==> config.mk <==
export PLATFORM = sky130hd
export DESIGN_NAME = vic_channel
export DESIGN_NICKNAME = d
export VERILOG_FILES = /design/src/mem_stage_pkg.sv /design/src/vic_channel.sv
export SDC_FILE = /design/constraint.sdc
export NUM_CORES = 1
export LEC_CHECK = 0
export CORE_AREA = 5 5 42 44
export DETAILED_ROUTE_END_ITERATION = 8
export DIE_AREA = 0 0 47 49
export DONT_BUFFER_PORTS = 1
export GPL_TIMING_DRIVEN = 0
export PLACE_DENSITY_LB_ADDON = 0.3
export SLEW_MARGIN = 10
export SYNTH_ARGS = -nofsm -noshare
export SYNTH_HDL_FRONTEND = slang
export SYNTH_SLANG_ARGS = --single-unit
export TNS_END_PERCENT = 1
==> constraint.sdc <==
create_clock -name Clk -period 1.1 [get_ports Clk]
set_clock_uncertainty 0.2 [all_clocks]
set_input_delay 0.11 -clock Clk [delete_from_list [all_inputs] [get_ports Clk]]
set_output_delay 0.11 -clock Clk [all_outputs]
set_load 0.01 [all_outputs]
==> src/mem_stage_pkg.sv <==
`default_nettype none

package mem_stage_pkg;

    ////////////////////
    // datapath widths
    ////////////////////

    localparam int xlen       = 32; // data and address width
    localparam int wb_ctrl_w  = 3;  // write-back control bundle
    localparam int reg_addr_w = 5;  // register number

    ////////////////////
    // vic register map
    ////////////////////

    localparam int conf_w      = 4; // one config register
    localparam int conf_addr_w = 5; // window index, also low address bits
    localparam int prio_w      = 3; // priority field, bits 2..0
    localparam int conf_en_bit = 3; // enable lives above priority

    // upper address bits that pick the window
    localparam int vic_tag_w = xlen - conf_addr_w;

    // window base sits at 0x0003_0000 in byte space
    localparam logic [vic_tag_w-1:0] vic_region_tag = 27'h1800;

    // mem_out layout for a vic read
    // config in the low nibble, rest zero
    localparam int vic_pad_w = xlen - conf_w;

endpackage

`default_nettype wire

==> src/vic_channel.sv <==
`timescale 1ns/1ps
`default_nettype none

module vic_channel #(
    parameter int chan_index = 0 // this channel's slot in the window
) (
    input  wire                                     Clk,
    input  wire                                     rst_n,
    input  wire                                     vic_we,
    input  wire  [mem_stage_pkg::conf_addr_w-1:0]   vic_index,
    input  wire  [mem_stage_pkg::conf_w-1:0]        vic_wdata,
    input  wire                                     irq_line,  // raw source
    input  wire                                     ack,       // from collector
    output logic [mem_stage_pkg::conf_w-1:0]        conf,      // {en, prio}
    output logic                                    pending
);

    import mem_stage_pkg::*;

    localparam logic [conf_addr_w-1:0] my_index = conf_addr_w'(chan_index);

    logic sel;      // config write aimed here
    logic irq_q;    // previous line sample
    logic irq_rise;

    assign sel      = vic_we && (vic_index == my_index);
    assign irq_rise = irq_line && !irq_q;

    ////////////////////
    // config register
    ////////////////////

    always_ff @(posedge Clk or negedge rst_n) begin
        if (!rst_n) begin
            conf <= '0; // disabled, prio 0
        end else if (sel) begin
            conf <= vic_wdata;
        end
    end

    ////////////////////
    // edge detect + pending
    ////////////////////

    always_ff @(posedge Clk or negedge rst_n) begin
        if (!rst_n) begin
            irq_q   <= 1'b0;
            pending <= 1'b0;
        end else begin
            irq_q <= irq_line;
            // a new edge beats a same-cycle ack
            if (irq_rise) begin
                pending <= 1'b1;
            end else if (ack) begin
                pending <= 1'b0;
            end
        end
    end

endmodule

`default_nettype wire

## Word level (Yosys, flattened, before mapping)

Cells that the tools add are included.

- Muxes and demuxes: 2
- Reductions and logical operators: 5

Operator list:

| cell | number |
|---|---|
| $logic_not A5 Y1 | 1 |
| $logic_and A1 B1 Y1 | 2 |
| $mux W1 | 2 |
| $reduce_bool A2 Y1 | 1 |
| $logic_not A1 Y1 | 1 |

- Register bits: 6
- Input bits: 14
- Output and inout port bits: 5
- Word-level logic and storage cells: 10

## Longest topological paths before layout

- Depth in word-level cells: 3
- Gate-level depth with buffers: 3
- Gate-level depth less buffers: 3

## Worst setup path after synthesis

No wires, ideal clock.

- Path type: input to register
- Start: input port vic_index[1] (netlist bit)
- End: register conf[0] (netlist bit)
- Setup time: 0.128 ns
- Arrival time: 0.841 ns
- Required time: 0.772 ns
- Path slack: -0.069 ns
- Stages: 3
- Buffers on the path: 0
- Path through: nor4_2 nand3b_2 mux2_1

- Word-level cells in the longest chain between the ends: 2

RTL lines:

| what | RTL line | RTL |
|---|---|---|
| start, declared | vic_channel.sv:10 | `input wire [mem_stage_pkg::conf_addr_w-1:0] vic_index,` |
| $logic_not A5 Y1 | vic_channel.sv:26 | `assign sel = vic_we && (vic_index == my_index);` |
| $logic_and A1 B1 Y1 | vic_channel.sv:26 |  |
| end signal, assigned | vic_channel.sv:37 | `conf <= vic_wdata;` |
| end, declared | vic_channel.sv:14 | `output logic [mem_stage_pkg::conf_w-1:0] conf,` |

No other way between the ends.
A chain may end at the register's enable or synchronous reset.

==> impl_metrics.py <==
metrics = {
    "status": {
        "outcome": "complete, but fails checks",
        "violations": "hold timing",
    },
    "sta": {
        "rsz0062_at_grt": "false",
        "period_share": 0.945,
        "setup_tns_ns": 0,
        "finalHoldWorstSlack_ns": -0.0476,
        "hold_viol": 10,
        "tightest_slew_ns": 0.277,
        "drv_slew": 0,
        "slew-limit-headroom": 0.815,
        "min_period_ns": 1.04,
        "finalSetupViolCount": 0,
        "fmax_ghz": 0.962,
    },
    "pwr": {
        "pwr-share-clk": 0.375,
        "leakage_nw": 0.161,
        "power_switching_uw": 137,
        "power.total_uw": 552,
        "pwr-share-seq": 0.530,
        "internal_power_uw": 415,
        "p_sw_frac": 0.248,
        "power_density_mw_per_mm2": 1560,
        "power_frac_comb": 0.096,
        "ir_drop_uv": 369,
    },
    "routing": {
        "firstDrtPassIters": 1,
        "ant_nets": 0,
        "detail_route.wirelength.met1_um": 170,
        "met3_length_um": 113,
        "wl_per_cell_um": 12.9,
        "drcViolationCount": 0,
        "wirelength_um": 530,
        "wl_met2_um": 246,
        "top_layer_used": "met3",
        "vias_per_cell": 4.12,
        "drt_iter0_markers": 0,
        "vias": 169,
    },
    "synthesis": {
        "netlist_area_sq_um": 233,
        "synth_compound_gate_area_share": 0.0269,
        "synth_seq_area_share": 0.645,
        "synth-simple-area-share": 0.102,
        "synthXorXnorAreaFrac": 0,
        "ys_ff_latch": 6,
        "yosys_warnings": 0,
        "synth_top_family_by_area": "multiplexers",
        "muxShareOfSynthArea": 0.194,
        "synthDistinctLibCells": 6,
        "synthCells": 15,
        "syn_area_per_cell_sq_um": 15.5,
        "synth_fp_nets": 29,
        "synth_fa_ha_area_frac": 0,
    },
    "clock_network": {
        "cts_made_buffers": 3,
        "htree_num_levels": 1,
        "ctsHoldBuffers": 7,
        "root_buffer": "clkbuf_4",
        "clockBufferDepth": 2,
        "post_cts_buffers": 0,
        "clkTransAtPathRegs_ns": 0.05,
        "cts.sinks": 6,
        "clk_latency_ns": 0.24,
        "cts_tree": "done",
        "ctsResizeCount": 0,
    },
    "setup_path": {
        "critical_path_class": "reg2reg",
        "crit_path_start_kind": "flop",
        "required_ns": 1.02,
        "critPathTopFamily": "flip-flops",
        "r2r_slack_ns": 0.06,
        "crit_chain": "mux2_1",
        "slowest_delay_ns": 0.41,
        "path_buf_inv": 0,
        "crit_fanout": 2,
        "crit_arrival_ns": 0.96,
        "setup.worst_path.end_class": "flop",
        "worst_path_max_delay_cell": "dfrtp_1",
    },
    "global_routing": {
        "grt_use_total": 0.0553,
        "grt_pass1_wl_um": 772,
        "antenna_found_initial": 0,
        "grt_max_degree": 7,
        "grt_pass1_vias": 187,
        "overflow": 0,
    },
    "finish": {
        "mostFrequentLayoutCell": "dlygate4sd3_1",
        "syn2layout_area_growth_pct": 52.2,
        "layout.nets": 41,
        "drive_above_1_share": 0.200,
        "fin_area_sq_um": 354,
        "n_antenna_cell": 0,
        "final_core_util": 0.253,
        "most-common-layout-cells": "7 x dlygate4sd3_1, 6 x dfrtp_1, 4 x mux2_1",
    },
    "floorplan": {
        "num_rows": 14,
        "dieArea_sq_mm": 0.00230,
        "fp.dieH_um": 49,
        "start_util": 0.166,
        "io_pins": 19,
        "coreArea_sq_mm": 0.00140,
        "die_x_um": 47,
    },
    "placement": {
        "port_buffers": 0,
        "place.gp.congestion": 0.605,
        "placed_area_sq_um": 262,
    },
    "run": {
        "cap_violations": 0,
    },
    "worst_hold_path": {
        "worstHoldPathType": "in2reg",
    },
}
==> sequential cells by signal, summed over array words and instances (netlist names) <==
signal,count
conf,4
irq_q,1
pending,1
==> cells in the mapped netlist <==
library cell | count | area, sq um
mux2_1 | 4 | 45.0
dfrtp_1 | 6 | 150
inv_1 | 2 | 7.51
o22ai_1 | 1 | 6.26
nand3b_2 | 1 | 11.3
nor4_2 | 1 | 12.5
==> cell type report <==
| cell class | count | area, sq um |
|---|---|---|
| multi-input cells | 7 | 83.8 |
| flip-flops and latches | 6 | 150 |
| fillers | 159 | 1050 |
| inverters | 2 | 7.51 |
| repair buffers | 7 | 70.1 |
| well taps | 16 | 20.0 |
| clock buffers | 3 | 22.5 |
==> through the flow <==
stage,setup WS [ns],cells
6_report,0.0602,41
5_1_grt,0.0189,41
4_1_cts,0.0504,41
3_5_place_dp,-0.122,31
3_3_place_gp,-0.0957,31
2_1_floorplan,-0.0524,15
==> kinds of logic (layout without fill, tap and decap cells) <==
| kind of cell | after synthesis | in the layout |
|---|---|---|
| flops | 6 | 6 |
| compound gates | 1 | 1 |
| mux | 4 | 4 |
| buf+inv | 2 | 12 |
| simple gates | 2 | 2 |
==> layer usage <==
metal / global-route usage / vias to the layer above
met5: 0 / -
met4: 0.0691 / 0
met3: 0.0369 / 0
met2: 0.0701 / 15
met1: 0.0493 / 82
li1: - / 72
==> worst paths after layout <==
kind	from	end	depth (start not counted)
max	conf[1]	conf[1]	1
min	vic_we	conf[2]	2
max reg2reg	conf[1]	conf[1]	1
min reg2reg	irq_q	pending	1
max in group asynchronous	rst_n	conf[3]	1
min in group asynchronous	rst_n	irq_q	1
==> power groups by stage <==
| stage | sequential [mW] | clock (mW) | combinational [mW] |
|---|---|---|---|
| floorplan | 0.290 | 0 | 0.0264 |
| global placement | 0.296 | 0 | 0.0283 |
| detailed placement | 0.297 | 0 | 0.0311 |
| CTS | 0.294 | 0.223 | 0.0547 |
| global route | 0.298 | 0.238 | 0.0601 |
| finish | 0.293 | 0.207 | 0.0530 |
(Power assumes the default switching activity.)
