===== src/mem_stage_pkg.sv =====
`default_nettype none

package mem_stage_pkg;

    ////////////////////
    // datapath widths
    ////////////////////

    localparam int xlen       = 32; // data and address width
    localparam int wb_ctrl_w  = 3;  // write-back control bundle
    localparam int reg_addr_w = 5;  // register number

    ////////////////////
    // vic register map
    ////////////////////

    localparam int conf_w      = 4; // one config register
    localparam int conf_addr_w = 5; // window index, also low address bits
    localparam int prio_w      = 3; // priority field, bits 2..0
    localparam int conf_en_bit = 3; // enable lives above priority

    // upper address bits that pick the window
    localparam int vic_tag_w = xlen - conf_addr_w;

    // window base sits at 0x0003_0000 in byte space
    localparam logic [vic_tag_w-1:0] vic_region_tag = 27'h1800;

    // mem_out layout for a vic read
    // config in the low nibble, rest zero
    localparam int vic_pad_w = xlen - conf_w;

endpackage

`default_nettype wire


===== src/memory_access.sv =====
`timescale 1ns/1ps
`default_nettype none

module memory_access (
    input  wire                                     Clk,
    input  wire                                     rst_n,
    // from ex/ma pipeline register
    input  wire                                     ma_en,       // access enable
    input  wire                                     ma_rw,       // 1 = store
    input  wire  [mem_stage_pkg::xlen-1:0]          alu_result,  // effective address
    input  wire  [mem_stage_pkg::xlen-1:0]          rs2_val,
    input  wire  [mem_stage_pkg::xlen-1:0]          fwd_wb_val,  // forwarded from wb
    input  wire                                     fwd_sel,     // from forwarding unit
    input  wire  [mem_stage_pkg::wb_ctrl_w-1:0]     wb_ctrl_in,
    input  wire  [mem_stage_pkg::xlen-1:0]          pc_in,
    input  wire  [mem_stage_pkg::reg_addr_w-1:0]    rdst_in,
    input  wire  [mem_stage_pkg::reg_addr_w-1:0]    rs2_addr_in,
    // return paths
    input  wire  [mem_stage_pkg::xlen-1:0]          ram_rdata,
    input  wire                                     miss,
    input  wire  [mem_stage_pkg::conf_w-1:0]        vic_rdata,
    // to ma/wb pipeline register
    output logic [mem_stage_pkg::wb_ctrl_w-1:0]     wb_ctrl_out,
    output logic [mem_stage_pkg::xlen-1:0]          pc_out,
    output logic [mem_stage_pkg::reg_addr_w-1:0]    rdst_out,
    output logic [mem_stage_pkg::xlen-1:0]          alu_result_out,
    output logic [mem_stage_pkg::reg_addr_w-1:0]    rs2_addr_out, // to forwarding unit
    output logic [1:0]                              ma_out,       // {rw, ram_en}
    output logic [mem_stage_pkg::xlen-1:0]          mem_out,
    output logic                                    miss_out,
    // ram side
    output logic                                    ram_en,
    output logic                                    ram_rw,
    output logic [mem_stage_pkg::xlen-1:0]          ram_addr,
    output logic [mem_stage_pkg::xlen-1:0]          ram_wdata,
    // vic config port
    output logic                                    vic_we,
    output logic [mem_stage_pkg::conf_addr_w-1:0]   vic_index,
    output logic [mem_stage_pkg::conf_w-1:0]        vic_wdata
);

    import mem_stage_pkg::*;

    logic [xlen-1:0]   store_data;  // selected store operand
    logic              in_vic_win;  // enabled access hits the vic window
    logic              vic_rd;      // vic load this cycle
    logic              vic_rd_sel;  // last access was a vic load
    logic [conf_w-1:0] vic_rd_q;    // config captured at the load

    ////////////////////
    // pass-through
    ////////////////////

    assign wb_ctrl_out    = wb_ctrl_in;
    assign pc_out         = pc_in;
    assign rdst_out       = rdst_in;
    assign alu_result_out = alu_result;
    assign rs2_addr_out   = rs2_addr_in;
    assign miss_out       = miss;      // ram flag, already registered

    // store data from reg file or wb forward
    assign store_data = fwd_sel ? fwd_wb_val : rs2_val;

    ////////////////////
    // address decode
    ////////////////////

    assign in_vic_win = ma_en && (alu_result[xlen-1:conf_addr_w] == vic_region_tag);
    assign vic_rd     = in_vic_win && !ma_rw;

    assign ram_en    = ma_en && !in_vic_win; // everything outside the window
    assign ram_rw    = ma_rw;
    assign ram_addr  = alu_result;
    assign ram_wdata = store_data;

    assign vic_we    = in_vic_win && ma_rw;                 // single-cycle strobe
    assign vic_index = alu_result[conf_addr_w-1:0];
    assign vic_wdata = store_data[conf_w-1:0];              // only the low nibble matters

    // forwarding unit wants the write bit and the real ram enable
    assign ma_out = {ma_rw, ram_en};

    ////////////////////
    // read source select
    ////////////////////

    always_ff @(posedge Clk or negedge rst_n) begin
        if (!rst_n) begin
            vic_rd_sel <= 1'b0;
        end else begin
            vic_rd_sel <= vic_rd;
        end
    end

    // hold the readback so the next address cannot disturb it
    always_ff @(posedge Clk) begin
        if (vic_rd) begin
            vic_rd_q <= vic_rdata;
        end
    end

    assign mem_out = vic_rd_sel ? {{vic_pad_w{1'b0}}, vic_rd_q} : ram_rdata;

endmodule

`default_nettype wire


===== config.mk =====
export PLATFORM = sky130hd
export DESIGN_NAME = memory_access
export DESIGN_NICKNAME = d
export VERILOG_FILES = /design/src/mem_stage_pkg.sv /design/src/memory_access.sv
export SDC_FILE = /design/constraint.sdc
export NUM_CORES = 1
export LEC_CHECK = 0
export BUFFER_PORTS_ARGS = -buffer_cell sky130_fd_sc_hd__buf_2
export CORE_AREA = 2 2 143 145
export DETAILED_ROUTE_END_ITERATION = 8
export DIE_AREA = 0 0 145 147
export HOLD_SLACK_MARGIN = 0.1
export MAX_ROUTING_LAYER = met4
export PLACE_DENSITY_LB_ADDON = 0.15
export SYNTH_ARGS = -nofsm -noshare
export SYNTH_HDL_FRONTEND = slang
export SYNTH_SLANG_ARGS = --single-unit

===== constraint.sdc =====
create_clock -name Clk -period 1.71 [get_ports Clk]
set_clock_uncertainty 0.2 [all_clocks]
set_input_delay 0.2565 -clock Clk [delete_from_list [all_inputs] [get_ports Clk]]
set_output_delay 0.2565 -clock Clk [all_outputs]
set_load 0.03 [all_outputs]

After elaboration in Yosys (flattened, before gate mapping):

Cells that the tools add are included.

* bits in registers: 5
* bits of input ports: 183
* output and inout bits: 188
* word-level logic and storage cells: 11

* equality and inequality tests: 1
* multiplexer cells: 2
* reductions and logical operators: 6

Operators by type and width (count)
* 32-bit 2-to-1 mux: 2
* 27-bit by 13-bit == test with 1-bit output (second input constant): 1
* 1-bit logical AND: 4
* 1-bit zero test: 2

Depth between registers and ports, before layout:

* depth after elaboration: 4
* gate-level depth with buffers: 4
* mapped depth without buffers: 3

Least setup slack after synthesis:

Ideal clock, no wire load.

* path kind: in2out
* start point: input alu_result[14] (netlist bit)
* end point: output vic_we
* arrival time: 1406 ps
* required time: 1253 ps
* slack: -153 ps
* stages: 3
* buffers on the path: 0
* cell sequence: nor4_1 nand4_1 nor3_1

* longest elaborated chain between the ends: 3

RTL lines
* start, declared: RTL line memory_access.sv:10 `input wire [mem_stage_pkg::xlen-1:0] alu_result,`
* 27-bit by 13-bit == test with 1-bit output: RTL line memory_access.sv:68 `assign in_vic_win = ma_en && (alu_result[xlen-1:conf_addr_w] == vic_region_tag);`
* 1-bit logical AND: RTL line memory_access.sv:68
* 1-bit logical AND: RTL line memory_access.sv:76 `assign vic_we = in_vic_win && ma_rw;`
* end, declared: RTL line memory_access.sv:37 `output logic vic_we,`

Every way passes these cells.

Worst setup path after layout:

* start point: input alu_result[18] (netlist bit)
* end point: output ram_en

* longest elaborated chain between the ends: 4

RTL lines
* 27-bit by 13-bit == test with 1-bit output: RTL line memory_access.sv:68
* 1-bit logical AND: RTL line memory_access.sv:68
* 1-bit zero test: RTL line memory_access.sv:71 `assign ram_en = ma_en && !in_vic_win;`
* 1-bit logical AND: RTL line memory_access.sv:71
* end, declared: RTL line memory_access.sv:32 `output logic ram_en,`

Every way passes these cells.

==> results.yml <==
outcome:
  status: "complete, but fails checks"
  violations: "setup timing"
worst_hold_path:
  hp-class: "in -> async"
place:
  hpwl_um: 5720
  routabilityCongestion: 0.825
  portBuffers: 258
  place_inst: 632
critical_path:
  crit_arrival_ps: 1290
  cp_data_required_time_ps: 1250
  worstSetupPathType: "in -> out"
  cp_slowest_stage_delay_ps: 290
  slowest_stage: "o21a_4"
  critPathBufInv: 2
  worstSetupEndpointType: "output pin"
  cp_top_family: "simple AND/OR/NAND/NOR gates"
  startpoint_type: "primary input"
  path_cells: "buf_2 -> nor4b_4 -> nand4_1 -> o21a_4 -> buf_6"
  crit_path_max_fanout: 3
sta:
  fmax_ghz: 0.573
  setup-violations-final: 9
  slew_headroom: 0.846
  worst_hold_slack_ps: 130
  hold_viol: 0
  fin_ws_ps: -36.0
  slew_viol_final: 0
  rsz0062_at_grt: "true"
  worst_slew_pin_slew_ps: 230
  tns_ps: -116
  fin_crit_ps: 1750
  period_share: 1.02
detailed_routing:
  dr_total_vias: 1999
  viasPerCell: 3.07
  wl_um: 6990
  drtIter0Drc: 8
  drc: 0
  firstDrtPassIters: 4
  ant_nets: 0
  avgRoutedWirePerCell_um: 10.7
floorplanning:
  dieArea_sq_mm: 0.0213
  die-width_um: 145
  core.rowCount: 52
  placeableCoreArea_sq_mm: 0.0198
  io_pins: 371
  initial_core_util: 0.0902
  die_h_um: 147
synthesis:
  yosysWarnings: 0
  synth_edf_count: 4
  synth_mux_area_frac: 0.227
  synth_compound_area_frac: 0.00420
  yosysSeqAreaShare: 0.0811
  synth_fa_ha_area_frac: 0
  synth-main-ff-cell: "edfxtp_1"
  avgSynthCellArea_sq_um: 8.48
  synth_nets: 394
  syn_inst: 211
  ys_seq_elements: 5
  synth-xor-area-share: 0
  synth-simple-area-share: 0.155
  syn_area_sq_mm: 0.00179
  synth_top_family_by_area: "buffers and inverters"
  synth_cell_type_count: 17
  synth-async-reset-ratio: 0.200
global_route:
  antenna_found_initial: 0
  grt_pass1_vias: 1996
  grt_util_all_layers: 0.0585
  overflow: 0
  grt_max_degree: 23
  grt_first_pass_wirelength_um: 9760
pwr:
  leakage_nw: 1.75
  power_mw: 1.49
  p_per_area_mw_per_mm2: 439
  ir_drop_mv: 0.438
finish:
  area_growth_pct: 89.3
  fillers: 2241
  postLayoutCoreUtil: 0.171
  nNetsFinal: 565
  drive_gt1_frac: 0.929
  antenna_cells: 0
  layout.cells.non_filler: 651
job:
  drv_cap: 0
clock_network:
  clk_pin_slew_ps: 30
  h-tree-depth: 1
  cts_buffers: 3
  cts_root_buf: "clkbuf_16"
  clock_sinks: 5
  clockBufferDepth: 2
  tritoncts: "yes"
[cells by family after synthesis]
group | count (synthesis)
AO/OA/AOI/OAI | 1
buffers and inverters | 129
flip-flops | 5
multiplexers | 36
AND/OR/NAND/NOR | 40
[cells in the final DEF, fill, tap and decap left out]
| master | count |
|---|---|
| buf_12 | 5 |
| buf_16 | 1 |
| buf_2 | 216 |
| buf_4 | 39 |
| buf_6 | 25 |
| buf_8 | 2 |
| clkbuf_1 | 1 |
| clkbuf_16 | 5 |
| dfrtp_2 | 1 |
| dlygate4sd3_1 | 5 |
| edfxtp_1 | 4 |
| mux2_1 | 2 |
| mux2_2 | 30 |
| mux2_4 | 4 |
| nand2_1 | 1 |
| nand3_1 | 1 |
| nand4_1 | 1 |
| nor2b_1 | 11 |
| nor2b_2 | 1 |
| nor2b_4 | 16 |
| nor3_1 | 1 |
| nor3_2 | 1 |
| nor4_2 | 1 |
| nor4_4 | 3 |
| nor4b_4 | 3 |
| o21a_4 | 1 |
[state kept, by name (all words and copies together), names as in the netlist]
signal / flops
vic_rd_q: 4
vic_rd_sel: 1
[per-layer routing]
| metal | routed length, um | vias up | track usage |
|---|---|---|---|
| met3 | 941 | 4 | 0.0227 |
| li1 | - | 909 | - |
| met4 | 48 | 0 | 0.0109 |
| met5 | 0 | - | - |
| met1 | 2100 | 873 | 0.0478 |
| met2 | 3900 | 213 | 0.122 |
[where the power goes]
group | total, mW | leakage [nW] | switching (mW) | internal [mW]
sequential | 0.132 | 0.0482 | 0.000000000500 | 0.132
clock | 0.385 | 0.0382 | 0.0763 | 0.309
combinational | 0.971 | 1.66 | 0.559 | 0.412
total | 1.49 | 1.75 | 0.635 | 0.853
[cell type report]
| class | instances | area [sq um] | area share |
|---|---|---|---|
| timing repair buffer | 295 | 1910 | 0.565 |
| multi-input combinational | 77 | 911 | 0.269 |
| tap | 270 | 338 | 0.0997 |
| sequential | 5 | 146 | 0.0432 |
| clock buffer | 4 | 78.8 | 0.0233 |
[cell usage after synthesis (2+ instances only)]
cell type	n	area share
buf_4	125	0.52
mux2_2	34	0.21
nor2b_1	28	0.098
edfxtp_1	4	0.067
clkbuf_1	3	0.0063
mux2_1	2	0.013
nor3_1	2	0.0056
nor4_1	2	0.0070
nor4_2	2	0.014
nor4b_2	2	0.017
[what timing repair did]
action                                  CTS  global route
pin swaps                                 8             3
gates resized for setup                  66            50
hold buffers                              5             0
cloned                                    1             2
endpoints found under the setup margin   21            40
buffers inserted                          6             1
hold endpoints to repair                  5             0
[stage by stage]
stage	instance area (sq um)	setup WS [ps]
6_report	3390	-36.0
5_1_grt	3390	-105
4_1_cts	3110	-41.4
3_5_place_dp	2660	-339
3_3_place_gp	2660	-216
2_1_floorplan	1790	-2.54
[worst paths after layout]
path	start	to	slack, ps	cells past startpoint
setup / recovery	alu_result[18]	ram_en	-40	5
min in group Clk	pc_in[0]	pc_out[0]	310	0
hold / removal	rst_n	vic_rd_sel	130	2
max in group asynchronous	rst_n	vic_rd_sel	1080	2
No activity file was read; power rests on OpenSTA's default activity.
