File: config.mk
export PLATFORM = sky130hd
export DESIGN_NAME = vic_collector
export DESIGN_NICKNAME = d
export VERILOG_FILES = /design/src/mem_stage_pkg.sv /design/src/vic_collector.sv
export SDC_FILE = /design/constraint.sdc
export NUM_CORES = 1
export LEC_CHECK = 0
export ABC_AREA = 0
export BUFFER_PORTS_ARGS = -buffer_cell sky130_fd_sc_hd__buf_2
export CORE_MARGIN = 4
export CORE_UTILIZATION = 46
export DETAILED_ROUTE_END_ITERATION = 8
export PLACE_DENSITY = 0.81
export SLEW_MARGIN = 15
export SYNTH_ARGS = -nofsm -noshare
export SYNTH_HDL_FRONTEND = slang
export SYNTH_SLANG_ARGS = --single-unit
File: constraint.sdc
create_clock -name vclk -period 15.19
set_input_delay 3.038 -clock vclk [all_inputs]
set_output_delay 3.038 -clock vclk [all_outputs]
set_load 0.005 [all_outputs]
File: src/mem_stage_pkg.sv
`default_nettype none

package mem_stage_pkg;

    ////////////////////
    // datapath widths
    ////////////////////

    localparam int xlen       = 32; // data and address width
    localparam int wb_ctrl_w  = 3;  // write-back control bundle
    localparam int reg_addr_w = 5;  // register number

    ////////////////////
    // vic register map
    ////////////////////

    localparam int conf_w      = 4; // one config register
    localparam int conf_addr_w = 5; // window index, also low address bits
    localparam int prio_w      = 3; // priority field, bits 2..0
    localparam int conf_en_bit = 3; // enable lives above priority

    // upper address bits that pick the window
    localparam int vic_tag_w = xlen - conf_addr_w;

    // window base sits at 0x0003_0000 in byte space
    localparam logic [vic_tag_w-1:0] vic_region_tag = 27'h1800;

    // mem_out layout for a vic read
    // config in the low nibble, rest zero
    localparam int vic_pad_w = xlen - conf_w;

endpackage

`default_nettype wire

File: src/vic_collector.sv
`timescale 1ns/1ps
`default_nettype none

module vic_collector #(
    parameter int num_channels = 8
) (
    input  wire  [num_channels*mem_stage_pkg::conf_w-1:0] conf_bus,    // flattened configs
    input  wire  [num_channels-1:0]                       pending_bus,
    input  wire  [mem_stage_pkg::conf_addr_w-1:0]         vic_index,   // readback select
    input  wire                                           irq_ack,     // one-cycle pulse
    output logic [mem_stage_pkg::conf_w-1:0]              vic_rdata,
    output logic                                          irq_req,
    output logic [mem_stage_pkg::conf_addr_w-1:0]         irq_id,
    output logic [num_channels-1:0]                       ack_vec      // one-hot
);

    import mem_stage_pkg::*;

    logic [conf_w-1:0] conf_arr [num_channels];
    logic [prio_w-1:0] best_prio;

    // unpack the bus per channel
    for (genvar g = 0; g < num_channels; g++) begin : g_unpack
        assign conf_arr[g] = conf_bus[g*conf_w +: conf_w];
    end

    ////////////////////
    // priority resolve
    ////////////////////

    always_comb begin
        irq_req   = 1'b0;
        irq_id    = '0;
        best_prio = '0;
        for (int i = 0; i < num_channels; i++) begin
            if (pending_bus[i] && conf_arr[i][conf_en_bit]) begin
                // strict compare keeps the lower index on a tie
                if (!irq_req || (conf_arr[i][prio_w-1:0] > best_prio)) begin
                    irq_req   = 1'b1;
                    irq_id    = conf_addr_w'(i);
                    best_prio = conf_arr[i][prio_w-1:0];
                end
            end
        end
    end

    ////////////////////
    // ack decode + readback
    ////////////////////

    always_comb begin
        ack_vec   = '0;
        vic_rdata = '0; // unpopulated slots read zero
        for (int i = 0; i < num_channels; i++) begin
            // ack only retires a real winner
            ack_vec[i] = irq_ack && irq_req && (irq_id == conf_addr_w'(i));
            if (vic_index == conf_addr_w'(i)) begin
                vic_rdata = conf_arr[i];
            end
        end
    end

endmodule

`default_nettype wire

* Yosys cells after proc, flatten, opt, wreduce, memory -nomap -nowiden
Index checks and enable logic that the tools add are counted.
Operators by class: magnitude comparators 7, equal/unequal tests 14, mux-type cells 50, reduce and logical (&&, ||, !) cells 33
Operators by type and width (count):
- two-way mux 5 bit | 12
- equality test 5 x 3 -> 1 bit (second input constant) | 8
- two-way mux 3 bit | 13
- two-way mux 4 bit | 8
- greater-than comparator 3 bit | 7
- equality test 5 x 2 -> 1 bit (second input constant) | 4
- logical AND 1 bit | 17
- two-way mux 1 bit | 17
- equality test 5 x 1 -> 1 bit (second input constant) | 2
- zero test 5 bit | 2
- zero test 1 bit | 7
- logical OR 1 bit | 7
Word-level totals: register bits after elaboration 0, bits of input ports 46, output and inout port bits 18, word-level logic and storage cells 104

* Longest topological paths before layout
Gate-level depths: netlist of the first run.
word-level depth 32, gate-level depth with buffers 46, gate-level depth less buffers 46

* Least setup slack after synthesis of the first run
OpenSTA, ideal clock, no wires.
kind input to output, start in conf_bus[3] (netlist name), end out ack_vec[0], data arrival time 11.847 ns, data required time 12.152 ns, slack 0.305 ns, stages 46, buffers on the path 0, cell sequence nand3_1 -> inv_1 -> ha_1 -> and3_1 -> a211oi_2 -> nor2_1 -> a22oi_2 -> ha_1 -> and3_1 -> a211oi_1 -> nor2_2 -> nand2_1 -> o21ai_0 -> ha_1 -> nand3b_1 -> a32oi_1 -> o21bai_2 -> and2_4 -> [10 not listed] -> nor2_2 -> nor3b_2 -> nor2_1 -> o21ai_1 -> ha_1 -> nor2b_1 -> o21ai_0 -> a21oi_1 -> o21bai_1 -> nand2_1 -> o221ai_1 -> ha_1 -> nor2b_1 -> o21ai_0 -> a32oi_1 -> a311o_1 -> or3_1 -> nor2_1
Between the ends: word-level cells in the longest chain between the ends 32, elaborated cells between the ends (all ways) 67, classes of those cells order compare: 7; mux: 42; reduce/logical: 18
Ends and longest elaborated chain:
- start: declaration | line vic_collector.sv:7 | input wire [num_channels*mem_stage_pkg::conf_w-1:0] conf_bus,
- logical AND 1 bit (*) | line vic_collector.sv:36 | if (pending_bus[i] && conf_arr[i][conf_en_bit]) begin
- two-way mux 3 bit / two-way mux 1 bit (equally long branches) | line vic_collector.sv:36
- greater-than comparator 3 bit / zero test 1 bit (equally long branches) | line vic_collector.sv:38 | if (!irq_req || (conf_arr[i][prio_w-1:0] > best_prio)) begin
- logical OR 1 bit | line vic_collector.sv:38
- two-way mux 3 bit / two-way mux 1 bit (equally long branches) | line vic_collector.sv:38
- two-way mux 3 bit / two-way mux 1 bit (equally long branches) | line vic_collector.sv:36
- greater-than comparator 3 bit / zero test 1 bit (equally long branches) | line vic_collector.sv:38
- logical OR 1 bit | line vic_collector.sv:38
- [16 not listed]
- two-way mux 3 bit / two-way mux 1 bit (equally long branches) | line vic_collector.sv:38
- two-way mux 3 bit / two-way mux 1 bit (equally long branches) | line vic_collector.sv:36
- greater-than comparator 3 bit / zero test 1 bit (equally long branches) | line vic_collector.sv:38
- logical OR 1 bit | line vic_collector.sv:38
- two-way mux 5 bit / two-way mux 1 bit (equally long branches) | line vic_collector.sv:38
- two-way mux 5 bit / two-way mux 1 bit (equally long branches) | line vic_collector.sv:36
- zero test 5 bit / logical AND 1 bit (equally long branches) | line vic_collector.sv:56 | ack_vec[i] = irq_ack && irq_req && (irq_id == conf_addr_w'(i));
- logical AND 1 bit (*) | line vic_collector.sv:56
- end: declaration | line vic_collector.sv:14 | output logic [num_channels-1:0] ack_vec
Every way passes the cells marked *; elsewhere a longest branch is shown, timed or not.

* Worst setup path in the final report of the first run
start in conf_bus[3] (netlist name), end out ack_vec[1]
Between the ends: word-level cells in the longest chain between the ends 32, elaborated cells between the ends (all ways) 67, classes of those cells order compare: 7; eq/ne: 1; mux: 42; reduce/logical: 17
Ends and longest elaborated chain (line):
- logical AND 1 bit (*) | vic_collector.sv:36
- two-way mux 3 bit / two-way mux 1 bit (equally long branches) | vic_collector.sv:36
- greater-than comparator 3 bit / zero test 1 bit (equally long branches) | vic_collector.sv:38
- logical OR 1 bit | vic_collector.sv:38
- two-way mux 3 bit / two-way mux 1 bit (equally long branches) | vic_collector.sv:38
- two-way mux 3 bit / two-way mux 1 bit (equally long branches) | vic_collector.sv:36
- greater-than comparator 3 bit / zero test 1 bit (equally long branches) | vic_collector.sv:38
- logical OR 1 bit | vic_collector.sv:38
- [16 not listed]
- two-way mux 3 bit / two-way mux 1 bit (equally long branches) | vic_collector.sv:38
- two-way mux 3 bit / two-way mux 1 bit (equally long branches) | vic_collector.sv:36
- greater-than comparator 3 bit / zero test 1 bit (equally long branches) | vic_collector.sv:38
- logical OR 1 bit | vic_collector.sv:38
- two-way mux 5 bit / two-way mux 1 bit (equally long branches) | vic_collector.sv:38
- two-way mux 5 bit / two-way mux 1 bit (equally long branches) | vic_collector.sv:36
- equality test 5 x 1 -> 1 bit / logical AND 1 bit (equally long branches) | vic_collector.sv:56
- logical AND 1 bit (*) | vic_collector.sv:56
Marks and branches as above.

==> flow_metrics.tcl, run 1 <==
set metrics [dict create \
    slew-limit-headroom_pct 54.23 \
    grt_pass1_wl_mm 7.886 \
    holdCritPathClass "in -> out" \
    hpwl_mm 4.125 \
    critPathCaptureType "output port" \
    routed_wl_mm 4.924 \
    area_growth_pct 39.50 \
    start_kind "input port" \
    power_density_nw_per_um2 56.57 \
    grt_antenna_before_repair 0 \
    slowest_stage "mux2_2" \
    seq_cell_count 0 \
    p_sw_share_pct 52.37 \
    drc_errors 0 \
    clkbuf_count 0 \
    ctsHoldBuffers 0 \
    register_area_um2 0 \
    critical_path_class "in -> out" \
    max_freq_mhz 67.79 \
    avgSynthCellArea_um2 7.124 \
    avgViaCountPerCell 5.721 \
    die_w_um 64.89 \
    n_antenna_cell 0 \
    num_io_pins 64 \
    final_nets 355 \
    synth.yosys.warnings 0 \
    yosys.area.top_type_share_pct 17.65 \
    cp_slowest_stage_delay_ns 0.37 \
    critPathTopFamily "compound AO/OA/AOI/OAI gates" \
    seq_area_frac_synth_pct 0 \
    worstMarginPinSlew_ns 0.6866 \
    firstDrtPassIters 4 \
    drv_slew 0 \
    power.switching_uw 61.53 \
    power.leakage_uw 0.001065 \
    ir_drop_mv 0.03096 \
    row_count 20 \
    yosysUniqueCellTypes 57 \
    synth_cells 209 \
    grt_max_degree 15 \
    clkPwrFrac_pct 0 \
    outcome "finished clean" \
    max_cap_violations 0 \
    fin_util_pct 67.48 \
    drt-initial-drc-count 162 \
    yosysTopAreaCell "ha_1" \
    ant_nets 0 \
    final_common_cell "buf_2" \
    wl_per_cell_um 14.92 \
    core_region_area_um2 3078 \
    cp_max_fo 6 \
    cpMostUsedCell "ha_1" \
    p_int_uw 55.96 \
    grt_overflow 0 \
    hold_viol_final 0 \
    crit_start "conf_bus[3]" \
    globalplace.congestion 0.9452 \
    hp-start "irq_ack" \
    seq_power_share_pct 0 \
    critPathBufInv 9 \
    period_share_pct 97.12 \
    die_h_um 64.89 \
    crit_arrival_ns 11.71 \
    start_util_pct 48.37 \
    numPortBuffers 62 \
    dieArea_um2 4211 \
    ys_top_cells_by_area "ha_1 (18%), mux2i_1 (7.4%), nand2_1 (7.3%)" \
    period_needed_ns 14.75 \
    layout-drive-gt1-share_pct 40.91 \
    grt_use_total_pct 22.78 \
    final_cell_mix "buf_2 (62), nand2_1 (28), ha_1 (20), buf_4 (19), inv_1 (15)" \
    power_uw 117.5 \
    setup_violations 0 \
    combPwrFrac_pct 100.0 \
    syn_area_um2 1489 \
    critical_path_required_ns 12.15 \
    grt_pass1_vias 1805 \
    vias 1888 \
]
-- kinds of logic (layout without fill, tap and decap cells) --
group	Yosys count	after routing	synth area share, %
AND/OR/NAND/NOR	81	81	29.75
AO/OA/AOI/OAI	71	71	36.39
adder cells (fa/ha/maj)	21	21	17.65
buffers and inverters	22	98	6.049
multiplexers	13	13	9.917
other	1	2	0.2519
-- stage by stage --
stage	TNS [ns]	hold WS (ns)	area, um2	std cells	setup slack [ns]
floorplan	0	6.174	1493	210	0.3049
global placement	-0.009693	6.395	1948	326	-0.005267
detailed placement	-0.3715	6.409	1948	326	-0.1737
CTS	0	6.409	1957	326	0.06133
global route	-0.04120	6.453	2077	330	-0.03873
finish	0	6.407	2077	330	0.4375
-- layer usage --
layer	track usage, %	vias to the layer above	wire length [um]
li1	-	940	-
met1	28.82	869	2178
met2	42.78	75	2407
met3	1.906	4	304
met4	2.111	0	34
met5	0	-	0
-- repair_timing --
action	in CTS	in global routing
endpoints found under the setup margin	3	11
buffers inserted	0	4
cloned	0	0
pin swaps	0	15
resized for setup	2	19
-- power groups by stage --
stage	Combinational, uW	Sequential (uW)	Clock, uW
3_3_place_gp	98.9	0	0
6_report	117	0	0
2_1_floorplan	65.7	0	0
4_1_cts	103	0	0
5_1_grt	130	0	0
3_5_place_dp	102	0	0
-- cell usage after synthesis, types with 3 or more instances --
master and number:
nor2b_1 3, a211oi_1 4, ha_1 21, and2_1 3, inv_1 15, nand3_1 4, and3_1 6, o21ai_0 16
a211oi_2 3, o21ai_1 5, nand3b_1 6, nor3b_2 3, clkbuf_1 4, nand2_1 29, a22o_1 4, mux2i_1 11
a21oi_1 11, nor2_1 14
-- final timing paths --
kind | to | slack, ns | depth (start not counted)
setup / recovery | ack_vec[1] | 0.44 | 48
hold / removal | ack_vec[7] | 6.41 | 4
-- area by class of cell --
class,instances,area (um2)
multi-input combinational,188,1498
fill,274,1001
timing repair buffer,82,464.2
inverter,16,60.06
tap,44,55.05
(Power assumes the default switching activity.)
==> run 2: changes to the inputs <==
Settings changed: REMOVE_ABC_BUFFERS from default to 1.
==> flow_metrics.tcl, run 2 (same netlist as run 1, synthesis figures left out) <==
set metrics [dict create \
    p_int_uw 65.49 \
    drt-initial-drc-count 84 \
    fin_hold_ws_ns 6.403 \
    critical_path_required_ns 12.15 \
    die_w_um 64.89 \
    outcome "finished clean" \
    start_kind "input port" \
    power.leakage_uw 0.001111 \
    hold_viol_final 0 \
    crit_cells 51 \
    final_cell_mix "buf_2 (61), nand2_1 (29), buf_4 (26), ha_1 (19), inv_1 (15)" \
    critPathTopFamily "compound AO/OA/AOI/OAI gates" \
    routed_wl_mm 5.253 \
    wl_per_cell_um 15.59 \
    slowest_stage "a311o_1" \
    final_area_um2 2215 \
    grt_max_degree 15 \
    worstMarginPinSlew_ns 0.8689 \
    globalplace.congestion 0.9844 \
    die_h_um 64.89 \
    n_antenna_cell 0 \
    cp_max_fo 6 \
    vias 1949 \
    numPortBuffers 62 \
    grt_overflow 0 \
    ir_drop_mv 0.03032 \
    layout-drive-gt1-share_pct 45.39 \
    crit_arrival_ns 11.86 \
    multi_input_area_um2 1577 \
    max_cap_violations 0 \
    placed_area_um2 1963 \
    firstDrtPassIters 4 \
    critPathBufInv 8 \
    ant_nets 0 \
    final_common_cell "buf_2" \
    max_freq_mhz 67.13 \
    setup_violations 0 \
    final_nets 362 \
    area_growth_pct 48.74 \
    row_count 20 \
    period_share_pct 98.07 \
    holdCritPathClass "in -> out" \
    power.switching_uw 68.83 \
    power_density_nw_per_um2 60.65 \
    cpMostUsedCell "ha_1" \
    critPathCaptureType "output port" \
    grt_pass1_vias 1790 \
    drv_slew 0 \
    hold_depth 4 \
    clkbuf_count 0 \
    cp_slowest_stage_delay_ns 0.36 \
    seq_power_share_pct 0 \
    fillers 264 \
    combPwrFrac_pct 100.0 \
    core_region_area_um2 3078 \
    grt_antenna_before_repair 0 \
    clkPwrFrac_pct 0 \
    seq_cell_count 0 \
    register_area_um2 0 \
    drc_errors 0 \
    p_sw_share_pct 51.25 \
    period_needed_ns 14.90 \
    grt_use_total_pct 21.75 \
    grt_pass1_wl_mm 7.548 \
    num_io_pins 64 \
    hpwl_mm 4.079 \
    avgViaCountPerCell 5.783 \
    start_util_pct 48.37 \
    dieArea_um2 4211 \
    critical_path_class "in -> out" \
    slew-limit-headroom_pct 42.07 \
]
-- run 2: cell type report --
type / instances / share of cell area [%]
inverter: 16 / 2.712
timing repair buffer: 89 / 23.62
tap: 44 / 2.486
multi-input combinational: 188 / 71.19
-- run 2: final timing paths --
check / startpoint / endpoint / slack [ns]
min: irq_ack / ack_vec[7] / 6.40
max: pending_bus[0] / ack_vec[0] / 0.29
-- run 2: what timing repair did --
action / CTS / global route
pin swaps: 0 / 22
endpoints found under the setup margin: 2 / 11
buffers inserted: 0 / 9
hold buffers: 0 / 0
cloned: 0 / 0
resized for setup: 1 / 37
-- run 2: power groups by stage --
stage / Sequential, uW / Combinational, uW / Clock (uW)
after global placement: 0 / 99.7 / 0
after detailed placement: 0 / 103 / 0
after floorplan: 0 / 64.3 / 0
after global routing: 0 / 147 / 0
final: 0 / 134 / 0
after CTS: 0 / 104 / 0
-- run 2: per-stage QoR --
stage	worst slack, ns	power, uW	TNS, ns	util, %	cells
after floorplan	0.3049	64.34	0	-	204
after global placement	0.06804	99.74	0	63.78	328
after CTS	0.09243	104.0	0	63.94	328
final	0.2933	134.3	0	71.95	337
after detailed placement	-0.03334	103.1	-0.06598	63.78	328
after global routing	-0.1730	146.8	-1.022	71.95	337
-- run 2: routing by layer --
metal  vias up  track usage, %  wire length [um]
li1        956               -                 -
met1       918           27.95              2235
met2        69           39.72              2654
met3         6           1.213               294
met4         0           4.222                69
met5         -               0                 0
==> run 3: changes to the inputs <==
Settings changed: CORE_UTILIZATION 46 to 44, PLACE_DENSITY 0.81 to 0.78.
==> flow_metrics.tcl, run 3 (same netlist as run 1, synthesis figures left out) <==
set metrics [dict create \
    outcome "finished clean" \
    hold_depth 4 \
    row_count 20 \
    period_share_pct 97.99 \
    grt_pass1_wl_mm 7.941 \
    routed_wl_mm 5.412 \
    grt_use_total_pct 22.42 \
    hp-start "irq_ack" \
    cpMostUsedCell "ha_1" \
    n_antenna_cell 0 \
    area_growth_pct 52.27 \
    power_density_nw_per_um2 59.72 \
    multi_input_area_um2 1625 \
    holdCritPathClass "in -> out" \
    max_freq_mhz 67.18 \
    cp_slowest_stage_delay_ns 0.37 \
    ir_drop_mv 0.03136 \
    grt_pass1_vias 1792 \
    firstDrtPassIters 4 \
    period_needed_ns 14.89 \
    drv_slew 0 \
    dpl_worst_slack_ns -0.2695 \
    globalplace.congestion 0.9425 \
    critPathCaptureType "output port" \
    setup_ws_ns 0.3046 \
    final_cell_mix "buf_2 (61), nand2_1 (29), buf_4 (27), ha_1 (17), inv_1 (14)" \
    ctsHoldBuffers 0 \
    start_kind "input port" \
    die_w_um 66.17 \
    wl_per_cell_um 16.01 \
    start_util_pct 47.22 \
    layout-drive-gt1-share_pct 46.94 \
    fin_hold_ws_ns 6.404 \
    grt_antenna_before_repair 0 \
    drt-initial-drc-count 158 \
    final_common_cell "buf_2" \
    num_io_pins 64 \
    fin_util_pct 71.90 \
    fillers 267 \
    slowest_stage "a311o_1" \
    crit_arrival_ns 11.85 \
    holdPathEnd "ack_vec[7]" \
    drc_errors 0 \
    max_cap_violations 0 \
    core_region_area_um2 3153 \
    avgViaCountPerCell 5.879 \
    grt_max_degree 15 \
    vias 1987 \
    ant_nets 0 \
    post-place-cells 322 \
    power.leakage_uw 0.001121 \
    cp_max_fo 7 \
    slew-limit-headroom_pct 41.35 \
    critical_path_class "in -> out" \
    register_area_um2 0 \
    worstMarginPinSlew_ns 0.8797 \
    die_h_um 66.17 \
    hpwl_mm 4.096 \
    numPortBuffers 62 \
    instances_no_fill 338 \
    clkbuf_count 0 \
    grt_overflow 0 \
    final_nets 363 \
    critical_path_required_ns 12.15 \
    hold_viol_final 0 \
    seq_cell_count 0 \
    dieArea_um2 4378 \
    setup_violations 0 \
]
run 3: cell count changes in the layout (fill, tap and decap cells not counted), moves of 2 or more:
cell,previous run,this run
ha_4,2,4
a21oi_1,7,5
a21oi_2,3,6
ha_1,19,17
nor2_1,11,13
nor2_2,4,1
run 3: worst max path at each step:
stage                     slack, ns         end        start  cells past startpoint
after floorplan                0.30  ack_vec[0]  conf_bus[3]                     46
after global routing          -0.14  ack_vec[0]  conf_bus[3]                     48
after CTS                      0.05  ack_vec[1]  conf_bus[3]                     48
after global placement        -0.07  ack_vec[1]  conf_bus[3]                     49
after detailed placement      -0.27  ack_vec[1]  conf_bus[3]                     49
final                          0.30  ack_vec[0]  conf_bus[3]                     48
run 3: power breakdown:
part | total, uW | internal, uW | switching [uW]
Sequential | 0 | 0 | 0
Combinational | 135 | 65.9 | 69.5
Clock | 0 | 0 | 0
Total | 135 | 65.9 | 69.5
run 3: per-stage QoR:
stage,power (uW),cell area [um2],TNS [ns]
3_3_place_gp,97.98,1918,-0.1426
6_report,135.4,2267,0
5_1_grt,147.7,2267,-0.2757
4_1_cts,103.5,1946,0
2_1_floorplan,64.34,1463,0
3_5_place_dp,100.9,1918,-0.9410
run 3: per-layer routing:
metal  wire length (um)  global-route usage [%]  vias up
li1                   -                       -      953
met1               2089                   29.93      922
met2               2723                   39.03      100
met3                479                   1.361       12
met4                120                   5.076        0
met5                  0                       0        -
run 3: timing repair:
action / CTS / global route
endpoints found under the setup margin: 6 / 11
resized for setup: 5 / 37
pin swaps: 0 / 27
setup buffers: 0 / 16
run 3: worst max-delay path, delay by kind of cell:
family                     cells  cell delay [ns]
AOI/OAI and AO/OA             19             3.44
buffers and inverters          6             0.84
muxes                          1             0.11
adders and majority gates      7             1.97
and+or+nand+nor               15             2.47
run 3: cell type report:
type	instances	area share, %
multi-input cells	188	71.69
inverters	16	2.649
well taps	44	2.428
repair buffers	90	23.23
